## src/rtl/fight_pkg.sv

```systemverilog
package fight_pkg;

    //////////////////////////////////////////////////////////////////////
    // fighter values
    //////////////////////////////////////////////////////////////////////

    localparam int stat_w = 8;

    // hp, speed and damage all share this width
    typedef logic [stat_w-1:0] stat_t;

    // battle states, codes match the fight_state output
    typedef enum logic [3:0] {
        fs_menu      = 4'd1,
        fs_skill     = 4'd2,
        fs_strike_p1 = 4'd3,
        fs_strike_p2 = 4'd4,
        fs_drain_p1  = 4'd5,
        fs_drain_p2  = 4'd6,
        fs_p1_win    = 4'd7,
        fs_p2_win    = 4'd8
    } fight_state_t;

    // cursor, 0..3 stands for options 1..4
    typedef logic [1:0] option_t;

    localparam option_t opt_1 = 2'd0;
    localparam option_t opt_2 = 2'd1;
    localparam option_t opt_3 = 2'd2;
    localparam option_t opt_4 = 2'd3;

    // key vector order is U, D, L, R, C
    typedef logic [4:0] key_t;

    localparam key_t press_u = 5'b10000;
    localparam key_t press_d = 5'b01000;
    localparam key_t press_l = 5'b00100;
    localparam key_t press_r = 5'b00010;
    localparam key_t press_c = 5'b00001;

    //////////////////////////////////////////////////////////////////////
    // timer lengths in clock cycles
    //////////////////////////////////////////////////////////////////////

    localparam int anim_cycles    = 16;
    localparam int hp_tick_cycles = 4;
    localparam int ending_cycles  = 32;

    // real skills, option 4 is "back"
    localparam int skill_count = 3;

endpackage

```

## src/rtl/phase_timer.sv

```systemverilog
`timescale 1ns/1ps

module phase_timer #(
    parameter int length = 16
) (
    input  logic clk,
    input  logic reset,
    input  logic start,
    output logic done
);

    localparam int cnt_w = (length > 1) ? $clog2(length) : 1;

    logic [cnt_w-1:0] count;

    // done on the last cycle of each period while running
    assign done = start && (count == cnt_w'(length - 1));

    always_ff @(posedge clk) begin
        if (reset) begin
            count <= '0;
        end else if (!start || done) begin
            // idle or wrapping around for the next period
            count <= '0;
        end else begin
            count <= count + 1'b1;
        end
    end

endmodule

```

## src/rtl/menu_decode.sv

```systemverilog
`timescale 1ns/1ps

module menu_decode (
    input  logic                    clk,
    input  logic                    reset,
    input  fight_pkg::key_t         keys,
    input  fight_pkg::fight_state_t state,
    output fight_pkg::option_t      option,
    output logic                    confirm
);

    import fight_pkg::*;

    logic    key_valid;
    logic    in_menu;
    logic    up;
    logic    down;
    logic    left;
    logic    right;
    logic    select;
    option_t next_option;

    //////////////////////////////////////////////////////////////////////
    // key validation
    //////////////////////////////////////////////////////////////////////

    // two keys at once count as no press
    assign key_valid = $onehot(keys);
    assign {up, down, left, right, select} = key_valid ? keys : '0;

    assign in_menu = (state == fs_menu) || (state == fs_skill);
    assign confirm = in_menu && select;

    //////////////////////////////////////////////////////////////////////
    // cursor navigation
    //////////////////////////////////////////////////////////////////////

    always_comb begin
        next_option = option;
        case (state)
            fs_menu: begin
                // fight | run on one row
                if (right && option == opt_1) begin
                    next_option = opt_2;
                end else if (left && option == opt_2) begin
                    next_option = opt_1;
                end
            end
            fs_skill: begin
                // 1 2 on top, 3 4 below
                case (option)
                    opt_1: begin
                        if (right) next_option = opt_2;
                        else if (down) next_option = opt_3;
                    end
                    opt_2: begin
                        if (left) next_option = opt_1;
                        else if (down) next_option = opt_4;
                    end
                    opt_3: begin
                        if (up) next_option = opt_1;
                        else if (right) next_option = opt_4;
                    end
                    default: begin
                        if (up) next_option = opt_2;
                        else if (left) next_option = opt_3;
                    end
                endcase
            end
            default: begin
                // keys ignored outside the menus
                next_option = opt_1;
            end
        endcase

        // every confirm leaves the current menu
        if (confirm) begin
            next_option = opt_1;
        end
    end

    always_ff @(posedge clk) begin
        if (reset) begin
            option <= opt_1;
        end else begin
            option <= next_option;
        end
    end

endmodule

```

## src/rtl/hp_meter.sv

```systemverilog
`timescale 1ns/1ps

module hp_meter (
    input  logic             clk,
    input  logic             reset,
    input  fight_pkg::stat_t hp_init,
    input  logic             strike,
    input  fight_pkg::stat_t damage,
    input  logic             drain,
    output fight_pkg::stat_t hp,
    output logic             settled,
    output logic             drained
);

    import fight_pkg::*;

    stat_t target;
    logic  tick_start;
    logic  tick;

    assign settled = (hp == target);
    assign drained = (hp == '0);

    // tick only runs while there is still hp to take off
    assign tick_start = drain && !settled;

    phase_timer #(.length(hp_tick_cycles)) tick_timer (
        .clk   (clk),
        .reset (reset),
        .start (tick_start),
        .done  (tick)
    );

    always_ff @(posedge clk) begin
        if (reset) begin
            hp     <= hp_init;
            target <= hp_init;
        end else begin
            if (strike) begin
                // saturate at zero
                target <= (hp > damage) ? stat_t'(hp - damage) : '0;
            end
            if (tick) begin
                hp <= hp - 1'b1;
            end
        end
    end

endmodule

```

## src/rtl/battle_sequencer.sv

```systemverilog
`timescale 1ns/1ps

module battle_sequencer (
    input  logic                    clk,
    input  logic                    reset,
    input  fight_pkg::option_t      option,
    input  logic                    confirm,
    input  fight_pkg::stat_t        p1_speed,
    input  fight_pkg::stat_t        p2_speed,
    input  fight_pkg::stat_t        p1_dmg1,
    input  fight_pkg::stat_t        p1_dmg2,
    input  fight_pkg::stat_t        p1_dmg3,
    input  fight_pkg::stat_t        p2_dmg1,
    input  fight_pkg::stat_t        p2_dmg2,
    input  fight_pkg::stat_t        p2_dmg3,
    input  logic                    p1_settled,
    input  logic                    p1_drained,
    input  logic                    p2_settled,
    input  logic                    p2_drained,
    output fight_pkg::fight_state_t state,
    output logic                    p1_strike,
    output logic                    p2_strike,
    output fight_pkg::stat_t        p1_damage,
    output fight_pkg::stat_t        p2_damage,
    output logic                    p1_drain,
    output logic                    p2_drain,
    output fight_pkg::option_t      p1_skill,
    output fight_pkg::option_t      p2_skill,
    output logic                    fight_over
);

    import fight_pkg::*;

    fight_state_t next_state;
    logic         skill_go;
    logic         p1_first;
    logic         strike_q;
    option_t      pick;
    logic         anim_start;
    logic         anim_done;
    logic         end_start;
    logic         end_done;

    function automatic stat_t skill_damage(
        input option_t skill,
        input stat_t   d1,
        input stat_t   d2,
        input stat_t   d3
    );
        case (skill)
            opt_1:   skill_damage = d1;
            opt_2:   skill_damage = d2;
            default: skill_damage = d3;
        endcase
    endfunction

    // skill confirmed, "back" excluded
    assign skill_go = confirm && (state == fs_skill) && (option != opt_4);

    //////////////////////////////////////////////////////////////////////
    // battle FSM
    //////////////////////////////////////////////////////////////////////

    always_comb begin
        next_state = state;
        case (state)
            fs_menu: begin
                if (confirm) begin
                    next_state = (option == opt_1) ? fs_skill : fs_p2_win;
                end
            end
            fs_skill: begin
                if (confirm && option == opt_4) begin
                    next_state = fs_menu;
                end else if (skill_go) begin
                    // tie goes to player 1
                    next_state = (p1_speed >= p2_speed) ? fs_strike_p1 : fs_strike_p2;
                end
            end
            fs_strike_p1: if (anim_done) next_state = fs_drain_p2;
            fs_strike_p2: if (anim_done) next_state = fs_drain_p1;
            fs_drain_p1: begin
                if (p1_drained) next_state = fs_p2_win;
                else if (p1_settled) next_state = p1_first ? fs_menu : fs_strike_p1;
            end
            fs_drain_p2: begin
                if (p2_drained) next_state = fs_p1_win;
                else if (p2_settled) next_state = p1_first ? fs_strike_p2 : fs_menu;
            end
            default: begin
                // win states hold until reset
                next_state = state;
            end
        endcase
    end

    always_ff @(posedge clk) begin
        if (reset) begin
            state <= fs_menu;
        end else begin
            state <= next_state;
        end
    end

    //////////////////////////////////////////////////////////////////////
    // skills and damage
    //////////////////////////////////////////////////////////////////////

    // opponent move, cycles through the real skills every clock
    always_ff @(posedge clk) begin
        if (reset) begin
            pick <= opt_1;
        end else if (pick == option_t'(skill_count - 1)) begin
            pick <= opt_1;
        end else begin
            pick <= pick + 1'b1;
        end
    end

    always_ff @(posedge clk) begin
        if (reset) begin
            p1_skill <= opt_1;
            p2_skill <= opt_1;
            p1_first <= 1'b1;
            strike_q <= 1'b0;
        end else begin
            strike_q <= skill_go;
            if (skill_go) begin
                p1_skill <= option;
                p2_skill <= pick;
                p1_first <= (p1_speed >= p2_speed);
            end
        end
    end

    // both targets load together, the cycle after the confirm
    assign p1_strike = strike_q;
    assign p2_strike = strike_q;

    // damage taken by each fighter, from the opponent's skill
    assign p1_damage = skill_damage(p2_skill, p2_dmg1, p2_dmg2, p2_dmg3);
    assign p2_damage = skill_damage(p1_skill, p1_dmg1, p1_dmg2, p1_dmg3);

    assign p1_drain = (state == fs_drain_p1);
    assign p2_drain = (state == fs_drain_p2);

    //////////////////////////////////////////////////////////////////////
    // timers
    //////////////////////////////////////////////////////////////////////

    assign anim_start = (state == fs_strike_p1) || (state == fs_strike_p2);
    assign end_start  = ((state == fs_p1_win) || (state == fs_p2_win)) && !fight_over;

    phase_timer #(.length(anim_cycles)) anim_timer (
        .clk   (clk),
        .reset (reset),
        .start (anim_start),
        .done  (anim_done)
    );

    phase_timer #(.length(ending_cycles)) end_timer (
        .clk   (clk),
        .reset (reset),
        .start (end_start),
        .done  (end_done)
    );

    // sticky until reset
    always_ff @(posedge clk) begin
        if (reset) begin
            fight_over <= 1'b0;
        end else if (end_done) begin
            fight_over <= 1'b1;
        end
    end

endmodule

```

## src/rtl/fight_top.sv

```systemverilog
`timescale 1ns/1ps

module fight_top (
    input  logic             clk,
    input  logic             reset,
    input  fight_pkg::key_t  keys,
    input  fight_pkg::stat_t p1_hp_init,
    input  fight_pkg::stat_t p1_speed,
    input  fight_pkg::stat_t p1_dmg1,
    input  fight_pkg::stat_t p1_dmg2,
    input  fight_pkg::stat_t p1_dmg3,
    input  fight_pkg::stat_t p2_hp_init,
    input  fight_pkg::stat_t p2_speed,
    input  fight_pkg::stat_t p2_dmg1,
    input  fight_pkg::stat_t p2_dmg2,
    input  fight_pkg::stat_t p2_dmg3,
    output fight_pkg::stat_t p1_hp,
    output fight_pkg::stat_t p2_hp,
    output logic [3:0]       fight_state,
    output logic [2:0]       option_state,
    output logic [2:0]       p1_skill_id,
    output logic [2:0]       p2_skill_id,
    output logic             fight_over
);

    import fight_pkg::*;

    fight_state_t state;
    option_t      option;
    option_t      p1_skill;
    option_t      p2_skill;
    logic         confirm;
    logic         p1_strike;
    logic         p2_strike;
    stat_t        p1_damage;
    stat_t        p2_damage;
    logic         p1_drain;
    logic         p2_drain;
    logic         p1_settled;
    logic         p2_settled;
    logic         p1_drained;
    logic         p2_drained;

    menu_decode menu_decode0 (
        .clk     (clk),
        .reset   (reset),
        .keys    (keys),
        .state   (state),
        .option  (option),
        .confirm (confirm)
    );

    battle_sequencer sequencer0 (
        .clk        (clk),
        .reset      (reset),
        .option     (option),
        .confirm    (confirm),
        .p1_speed   (p1_speed),
        .p2_speed   (p2_speed),
        .p1_dmg1    (p1_dmg1),
        .p1_dmg2    (p1_dmg2),
        .p1_dmg3    (p1_dmg3),
        .p2_dmg1    (p2_dmg1),
        .p2_dmg2    (p2_dmg2),
        .p2_dmg3    (p2_dmg3),
        .p1_settled (p1_settled),
        .p1_drained (p1_drained),
        .p2_settled (p2_settled),
        .p2_drained (p2_drained),
        .state      (state),
        .p1_strike  (p1_strike),
        .p2_strike  (p2_strike),
        .p1_damage  (p1_damage),
        .p2_damage  (p2_damage),
        .p1_drain   (p1_drain),
        .p2_drain   (p2_drain),
        .p1_skill   (p1_skill),
        .p2_skill   (p2_skill),
        .fight_over (fight_over)
    );

    hp_meter hp_p1 (
        .clk     (clk),
        .reset   (reset),
        .hp_init (p1_hp_init),
        .strike  (p1_strike),
        .damage  (p1_damage),
        .drain   (p1_drain),
        .hp      (p1_hp),
        .settled (p1_settled),
        .drained (p1_drained)
    );

    hp_meter hp_p2 (
        .clk     (clk),
        .reset   (reset),
        .hp_init (p2_hp_init),
        .strike  (p2_strike),
        .damage  (p2_damage),
        .drain   (p2_drain),
        .hp      (p2_hp),
        .settled (p2_settled),
        .drained (p2_drained)
    );

    // shown 1-based on the outputs
    assign fight_state  = state;
    assign option_state = {1'b0, option} + 3'd1;
    assign p1_skill_id  = {1'b0, p1_skill} + 3'd1;
    assign p2_skill_id  = {1'b0, p2_skill} + 3'd1;

endmodule

```

## config.mk

```make
export PLATFORM = sky130hd
export DESIGN_NAME = fight_top
export DESIGN_NICKNAME = d
export VERILOG_FILES = /design/src/rtl/fight_pkg.sv /design/src/rtl/phase_timer.sv /design/src/rtl/menu_decode.sv /design/src/rtl/hp_meter.sv /design/src/rtl/battle_sequencer.sv /design/src/rtl/fight_top.sv
export SDC_FILE = /design/constraint.sdc
export NUM_CORES = 1
export LEC_CHECK = 0
export BUFFER_PORTS_ARGS = -buffer_cell sky130_fd_sc_hd__buf_4
export CAP_MARGIN = 10
export CORE_MARGIN = 2
export CORE_UTILIZATION = 35
export CTS_CLUSTER_DIAMETER = 120
export DETAILED_ROUTE_END_ITERATION = 7
export PLACE_DENSITY = 0.57
export SLEW_MARGIN = 20
export SYNTH_ARGS = -nofsm -noshare
export SYNTH_HDL_FRONTEND = slang
export SYNTH_SLANG_ARGS = --single-unit
```

## constraint.sdc

```tcl
create_clock -name clk -period 2.9 [get_ports clk]
set_clock_uncertainty 0.2 [all_clocks]
set_input_delay 0.58 -clock clk [delete_from_list [all_inputs] [get_ports clk]]
set_output_delay 0.58 -clock clk [all_outputs]
set_load 0.01 [all_outputs]
```

==> impl_summary.log <==
INFO  metric run_status = finished clean
INFO  metric fin_nets = 787
INFO  metric max_clock_freq = 360 MHz
INFO  metric grt_first_pass_wirelength = 19500 um
INFO  metric timing.max_slew.rel_slack = 52.7%
INFO  metric final_period_minus_worst_setup_slack = around 2.8 ns
INFO  metric vdd.ir_drop.worst = 0.304 mV
INFO  metric ys_dominant_reg_cell = edfxtp_1
INFO  metric cts_buffers = 9
INFO  metric area_of_the_core_region = approximately 13000 um^2
INFO  metric fp.dieH = approximately 120 um
INFO  metric yosys.cell_types.count = 73
INFO  metric globalRouteTotalUtil = 17.1%
INFO  metric synth_area_in_xor_xnor = 7.87%
INFO  metric synthTopCellsByArea = edfxtp_1 21%, ha_1 13%, dfxtp_1 12%
INFO  metric avgRoutedWirePerCell = 14.5 um
INFO  metric reg2reg_setup_slack = 0.12 ns
INFO  metric synth.area.mux_share = 1.34%
INFO  metric timing.final.max_slew_violations = 0
INFO  metric cp.arrival = between 2 and 3 ns
INFO  metric port_buffers = roughly 120
INFO  metric yosysSeqAreaShare = 33.3%
INFO  metric critical_path.endpoint_type = flop
INFO  metric area_added_between_synthesis_and_finish = 41.0%
INFO  metric pre_cts_ws = -0.240 ns
INFO  metric synth_simple_gate_area_share = roughly 17%
INFO  metric holdWs = 0.233 ns
INFO  metric vias_in_the_first_global_route = roughly 4200
INFO  metric finalSetupViolCount = 0
INFO  metric crit_path_max_fanout = 8
INFO  metric cts_hold_buf = 0
INFO  metric worstMarginPinSlew = between 0.7 and 0.8 ns
INFO  metric setup.worst_path.end = hp_p1.target[6]
INFO  metric finalWeightedCongestion = approximately 0.87
INFO  metric cellPowerDensity = 484 nW/um^2
INFO  metric grt-ovfl-total = 0
INFO  metric layout_setup_ws = roughly 0.12 ns
INFO  metric post_synth_instance_area = 4560 um^2
INFO  metric cts_htree_levels = 3
INFO  metric drtPass1Iterations = 5
INFO  metric synth-adder-area-share = 14.4%
INFO  metric ctsLongestPathBuffers = 2
INFO  metric drt-vias-per-instance = 5.05
INFO  metric reg2reg_to = hp_p1.target[6]
INFO  metric largest_family_of_logic_cells_by_synthesized_area = compound AO/OA/AOI/OAI gates
INFO  metric rr_startpoint = sequencer0.p2_skill[1]
INFO  metric crit_path_launch = sequencer0.p2_skill[1]
INFO  metric postSynthAreaPerCell = 9.27 um^2
INFO  metric critical_path.startpoint_type = flop
INFO  metric share_of_post_route_cells_with_drive_strength_above_1 = 36.9%
INFO  metric die-width = approximately 120 um
INFO  metric p_total = 3.11 mW
INFO  metric routed_wl = 12000 um
INFO  metric num_rows = 41
INFO  metric worst_setup_hold_path_clk_slew = around 0.05 ns
INFO  metric clock_tree_from_tritoncts = built
INFO  metric max_cap_viol_count = 0
INFO  metric fin_setup_tns = 0 ns
INFO  metric grt_max_degree = 31
INFO  metric synth-async-reset-ratio = 0%
INFO  metric yosysTopAreaCell = edfxtp_1
INFO  metric dieArea = 14000 um^2
INFO  metric initial_core_util = 36.0%
INFO  metric synth_seq_cells = 60
INFO  metric antenna_left = 0
INFO  metric design.portCount = 117
INFO  metric cts_root_buf = clkbuf_16
INFO  metric synth_warnings = 0
INFO  metric critical_path_class = reg -> reg
INFO  metric r2r_cells = 12
INFO  metric post_layout_utilization_of_the_core = 50.8%
INFO  metric hold_viol_final = 0
INFO  metric critPathRequiredTime = 2.85 ns
INFO  metric class_of_the_tightest_hold_or_removal_check = reg -> reg
INFO  metric drc_errors = 0
INFO  metric number_of_enable_type_register_cells_in_the_synthesized_netlist = 32
INFO  metric final.period_utilization = a little over nine tenths
INFO  metric antenna_cells = 0
INFO  metric detail_route.iter0.violations = 212
INFO  metric antenna_found_initial = 0
INFO  metric vias = 4177
INFO  metric cellLeakagePower = 2.80 nW
INFO  metric place.detailed.hpwl = between 9000 and 10000 um
INFO  metric synthCells = between 400 and 500
INFO  metric cts.sink_count = 60
INFO  metric synth.net_count = 629
INFO  metric synth_compound_area_share = 19.7%
INFO  metric clkLatencyLatePin = ~0.32 ns
INFO  metric synth_top_area_share = 21.1%
-- worst max-delay path, stage by stage, from the launching register on --
cell	delay (ns)
dfxtp_2	0.33
inv_2	0.06
ha_4	0.19
a22oi_2	0.17
nand2_2	0.09
ha_4	0.17
fa_2	0.38
nor2b_4	0.17
o31ai_4	0.07
a211oi_2	0.21
o21a_1	0.20
o21ai_4	0.12
o31ai_2	0.24
-- final cells by class --
class | count | area, um^2
Sequential cell | 60 | 1530
Clock inverter | 5 | 35.0
Timing Repair Buffer | 164 | 1230
Clock buffer | 11 | 243
Multi-Input combinational cell | 377 | 3030
Inverter | 38 | 143
Tap cell | 172 | 215
Fill cell | 1189 | 6240
-- worst min-delay path by stage --
stage,cells after the start,end,from
floorplan,1,hp_p2.tick_timer.count[0],hp_p2.tick_timer.count[0]
global placement,1,hp_p2.tick_timer.count[0],hp_p2.tick_timer.count[0]
detailed placement,1,hp_p1.tick_timer.count[0],hp_p1.tick_timer.count[0]
CTS,1,hp_p2.tick_timer.count[0],hp_p2.tick_timer.count[0]
global route,1,hp_p1.tick_timer.count[0],hp_p1.tick_timer.count[0]
finish,1,hp_p2.tick_timer.count[0],hp_p2.tick_timer.count[0]
-- cells in the mapped netlist (3+ instances only) --
cell type,number
mux2i_1,5
xor2_1,22
fa_1,4
clkbuf_8,3
nand2_1,37
buf_6,5
a22oi_1,3
nor3_1,8
a22o_1,15
nor4_1,6
nand4_1,9
a211oi_1,4
clkbuf_1,7
nand3_1,12
nor2b_1,5
o21ai_0,39
o31ai_1,5
a21o_1,5
a21oi_1,28
edfxtp_1,32
xnor2_1,19
inv_1,37
o21a_1,3
nand2b_1,7
dfxtp_1,28
and3_1,4
nor2_1,41
ha_1,46
-- state kept, by name (all words and copies together) (netlist names), 4 cells and up --
name / cells
hp_p1.hp: 8
sequencer0.anim_timer.count: 4
hp_p1.target: 8
sequencer0.end_timer.count: 5
hp_p2.target: 8
hp_p2.hp: 8
sequencer0.state: 4
-- metrics by stage --
step                instance area [um^2]  std cells
global route                        6430        827
detailed placement                  5930        808
finish                              6430        827
CTS                                 6270        824
floorplan                           4650        492
global placement                    5930        808
-- layer usage --
layer / share of wire, % / track usage [%]
met5: 0 / 0
met4: 0.96 / 5.05
met3: 4.8 / 3.91
met2: 49 / 29.3
met1: 46 / 21.4
-- power breakdown --
part / switching [mW] / leakage (nW) / total (mW) / internal, mW
Clock: 0.366 / 0.140 / 0.969 / 0.602
Sequential: 0.114 / 0.550 / 1.09 / 0.976
Combinational: 0.529 / 2.11 / 1.05 / 0.524
Total: 1.01 / 2.80 / 3.11 / 2.10
-- layout by cell type (no fill, tap or decap), types with 6 or more instances in the layout --
cell type | synthesis | final
ha_4 | 0 | 8
buf_4 | 0 | 164
inv_1 | 37 | 32
nor3_1 | 8 | 8
a22o_1 | 15 | 15
xor2_1 | 22 | 22
o21ai_1 | 2 | 17
nor4_1 | 6 | 6
dfxtp_1 | 28 | 24
nand4_1 | 9 | 9
edfxtp_1 | 32 | 32
ha_1 | 46 | 37
nand3_1 | 12 | 11
o21ai_0 | 39 | 23
nand2b_1 | 7 | 7
nand2_1 | 37 | 36
a21oi_1 | 28 | 22
nor2_1 | 41 | 39
xnor2_1 | 19 | 19
clkbuf_16 | 0 | 9
-- logic make-up after synthesis --
logic type      after synthesis
simple gates                148
compound gates              132
flops                        60
buf+inv                      55
fa+ha+maj                    50
xor+xnor                     41
mux                           6
-- timing repair --
item	CTS	global route
endpoints found under the setup margin	16	17
pin swaps	3	15
setup buffers	0	3
cloned	0	0
resized for setup	13	40
endpoints found under the hold margin	0	0
No activity file was read; power rests on OpenSTA's default activity.
